`src/mem_wb_pkg.sv`:
```
package mem_wb_pkg;

    localparam int xlen = 32;

    // access width and kind as seen by the data memory
    typedef enum logic [2:0]
    {
        mode_word,
        mode_half,
        mode_byte,
        mode_uhalf,
        mode_ubyte
    } mem_mode_t;

    // writeback source select
    typedef enum logic [1:0]
    {
        res_alu,
        res_mem,
        res_pc4
    } result_src_t;

    // load/store funct3 encodings
    localparam logic [2:0] f3_byte  = 3'b000;
    localparam logic [2:0] f3_half  = 3'b001;
    localparam logic [2:0] f3_word  = 3'b010;
    localparam logic [2:0] f3_ubyte = 3'b100;
    localparam logic [2:0] f3_uhalf = 3'b101;

endpackage

```
`src/writeback_stage.sv`:
```
module writeback_stage (
    input  logic                          clk,
    input  logic                          rst_n,
    input  logic                          in_valid,
    input  mem_wb_pkg::result_src_t       result_src,
    input  logic [4:0]                    rd,
    input  logic                          reg_write,
    input  logic                          trap,
    input  logic [mem_wb_pkg::xlen-1:0]   alu_result,
    input  logic [mem_wb_pkg::xlen-1:0]   load_data,
    input  logic [mem_wb_pkg::xlen-1:0]   pc,
    output logic                          wb_valid,
    output logic [4:0]                    wb_rd,
    output logic [mem_wb_pkg::xlen-1:0]   wb_result,
    output logic                          wb_reg_write,
    output logic                          wb_trap
);
    import mem_wb_pkg::*;

    logic [xlen-1:0] pc_plus4;
    logic [xlen-1:0] result_sel;

    assign pc_plus4 = pc + xlen'(4); // link value for jumps

    always_comb
    begin
        case (result_src)
            res_mem: result_sel = load_data;
            res_pc4: result_sel = pc_plus4;
            default: result_sel = alu_result;
        endcase
    end

    always_ff @(posedge clk)
    begin
        if (!rst_n)
        begin
            wb_valid     <= 1'b0;
            wb_reg_write <= 1'b0;
            wb_trap      <= 1'b0;
        end
        else
        begin
            wb_valid     <= in_valid;
            wb_reg_write <= in_valid & reg_write & ~trap; // no write on a trapped access
            wb_trap      <= in_valid & trap;
        end
    end

    always_ff @(posedge clk)
    begin
        wb_rd     <= rd;
        wb_result <= result_sel;
    end

endmodule
```
`config.mk`:
```
export PLATFORM = sky130hd
export DESIGN_NAME = writeback_stage
export DESIGN_NICKNAME = d
export VERILOG_FILES = /design/src/mem_wb_pkg.sv /design/src/writeback_stage.sv
export SDC_FILE = /design/constraint.sdc
export NUM_CORES = 1
export LEC_CHECK = 0
export BUFFER_PORTS_ARGS = -buffer_cell sky130_fd_sc_hd__buf_4
export CAP_MARGIN = 20
export CORE_ASPECT_RATIO = 0.5
export CORE_MARGIN = 2
export CORE_UTILIZATION = 25
export DETAILED_ROUTE_END_ITERATION = 16
export SETUP_SLACK_MARGIN = 0.15
export SLEW_MARGIN = 20
export SYNTH_ARGS = -nofsm -noshare
export SYNTH_HDL_FRONTEND = slang
export SYNTH_SLANG_ARGS = --single-unit
```
`constraint.sdc`:
```
create_clock -name clk -period 3.82 [get_ports clk]
set_input_delay 0.955 -clock clk [delete_from_list [all_inputs] [get_ports clk]]
set_output_delay 0.955 -clock clk [all_outputs]
set_load 0.005 [all_outputs]
```
==> impl_results.md <==
- Status: finished clean
- FMAX: 439 MHz
- Endpoint type of the worst setup path: flop
- Proportion of layout cells with a drive suffix above 1: 45.1%
- Post-CTS setup buffers: 0
- Antenna Nets Post-Route: 0
- Root Driver: clkbuf_16
- Rows: 23
- Core footprint: 7970 sq um
- Most common cell after layout, fill and taps aside: buf_4
- Critical path fanouts, max: 8
- Synth Cell Area: 2050 sq um
- Fin crit period: 2.28 ns
- Hold_buf cts: 0
- Library cells used by synthesis: 37
- Ys Warns: 0
- Worst slew pin tran: 0.712 ns
- Post_cts resized: 0
- Crit path required time: 3.95 ns
- Endpoints failing hold: 0
- Synth Net Count: 344
- Commonest cells after routing, fill and taps aside: 150 x buf_4, 40 x dfxtp_1, 28 x nand2_1
- Final worst slack: 1.54 ns
- Clock sink total: 40
- GRT Residual Overflow: 0
- Dpl ws: 1.03 ns
- HPWL after detailed placement: 5680 um
- Ys flop type: dfxtp_1
- Die ar.: 8990 sq um
- Cells after Synth: 233
- Initial DRT Pass Iterations: 4
- Total Power: 1.23 mW
- Largest net degree at the start of global routing: 28
- Top Ports: 148
- Initial antenna violation count: 0
- Placed Cells: 481
- Crit start category: input pin
- Post-Syn Area per Cell: 8.80 sq um
- Final weighted congestion in routability-driven placement: 0.843
- Nets@finish: 487
- Post-route cell area: 3420 sq um
- Vias per inst: 4.56
- Peak VDD IR: 0.156 mV
- Critical path type: input pin to flop
- Initial DRC count: 88
- Hold_ws: 0.770 ns
- Final Cycle Share: 59.7%
- Fin Setup TNS: 0 ns
- Finished Core Util: 42.9%
- Slew HR: 52.6%
- First-pass GRT wire length: 10500 um
- Critical path arrival: 2.41 ns
- CTS clk-pin slew, worst paths: 0.06 ns
- Vias in the first global route: 2061
- Pwr/cell area: 359 nW/um^2
- DRC viols: 0
- Final setup vio count: 0
- Area delta synth->final: 66.8%
- Bufs on Longest Clock Path: 2
- Seq cells post-synth: 40
- Max Slew Vio Count: 0
- Final Non-Filler Cells: 489
- Asr flop ratio synth: 0%
- Die Wd: 132 um
- Total track usage: 14.9%
- Vias: 2232
- IO Port Bufs: 147
- RSZ-0062 raised after global routing: no
- Hold path cells: 1
- Seq/Total Area, Yosys: 39.0%
- CTS tree: built
- TritonCTS buffer count: 5
- Hold Path Class: input pin to flop
- WL/cell: 14.3 um
- Post-DP Area: 3250 sq um
- Htree depth: 2
- Initial core utilization: 25.7%
- EDFF count, synth: 0
- Die Y-Extent: 68.0 um
- Final WL: 6980 um
- Antenna Cells: 0
- Leak: 1.50 nW
- Max cap viols: 0
[kinds of logic after synthesis]
logic type                 share of synthesized area (%)
DFF                                                 39.0
xor gates and xnor gates                            11.1
muxes                                              0.488
adders and majority gates                           1.83
buffers and inverters                               4.52
and+or+nand+nor                                     22.8
AOI/OAI and AO/OA                                   20.2
[cells in the mapped netlist (all sizes together), types with 4 or more instances]
| cell | number | area (sq um) |
|---|---|---|
| clkbuf | 11 | 41.3 |
| nand2 | 28 | 105 |
| xor2 | 5 | 43.8 |
| a22oi | 23 | 173 |
| dfxtp | 40 | 801 |
| a21oi | 5 | 25.0 |
| o21ai | 25 | 125 |
| nand4 | 8 | 65.1 |
| nand3 | 8 | 50.1 |
| nor2 | 4 | 15.0 |
| and4 | 6 | 52.6 |
| xnor2 | 21 | 184 |
| inv | 8 | 30.0 |
| o221ai | 4 | 47.6 |
| nor3 | 9 | 65.1 |
[layout make-up]
class,instances,area (sq um)
Clock buffer,6,129
Clock inverter,2,35.0
Fill cell,815,4550
Inverter,8,30.0
Multi-Input combinational cell,171,1160
Sequential cell,40,801
Tap cell,112,140
Timing Repair Buffer,150,1130
[critical path: stages]
cell and delay, ns:
buf_4 0.09, ha_1 0.19, and4_1 0.30, nand3_1 0.31, nor3_1 0.27, xnor2_1 0.15, o221ai_1 0.13
[per-layer routing]
metal,share of wire (%),vias up,global-route usage (%)
met5,0,-,0
met2,50,52,25.3
li1,-,1129,-
met4,2.0,0,6.25
met3,4.3,16,3.78
met1,44,1035,18.6
[registers in the layout (all words and copies together), names as in the netlist]
signal,count
wb_reg_write,1
wb_result,32
wb_valid,1
wb_rd,5
wb_trap,1
[power breakdown]
part	internal (mW)	switching [mW]	leakage [nW]
logic	0.167	0.113	1.08
clock network	0.307	0.168	0.0808
registers	0.462	0.0122	0.336
total	0.936	0.293	1.50
[final timing paths]
| path | startpoint | endpoint | slack [ns] |
|---|---|---|---|
| max | pc[2] | wb_result[22] | 1.54 |
| min | rd[3] | wb_rd[3] | 0.77 |
(Power assumes the default switching activity.)
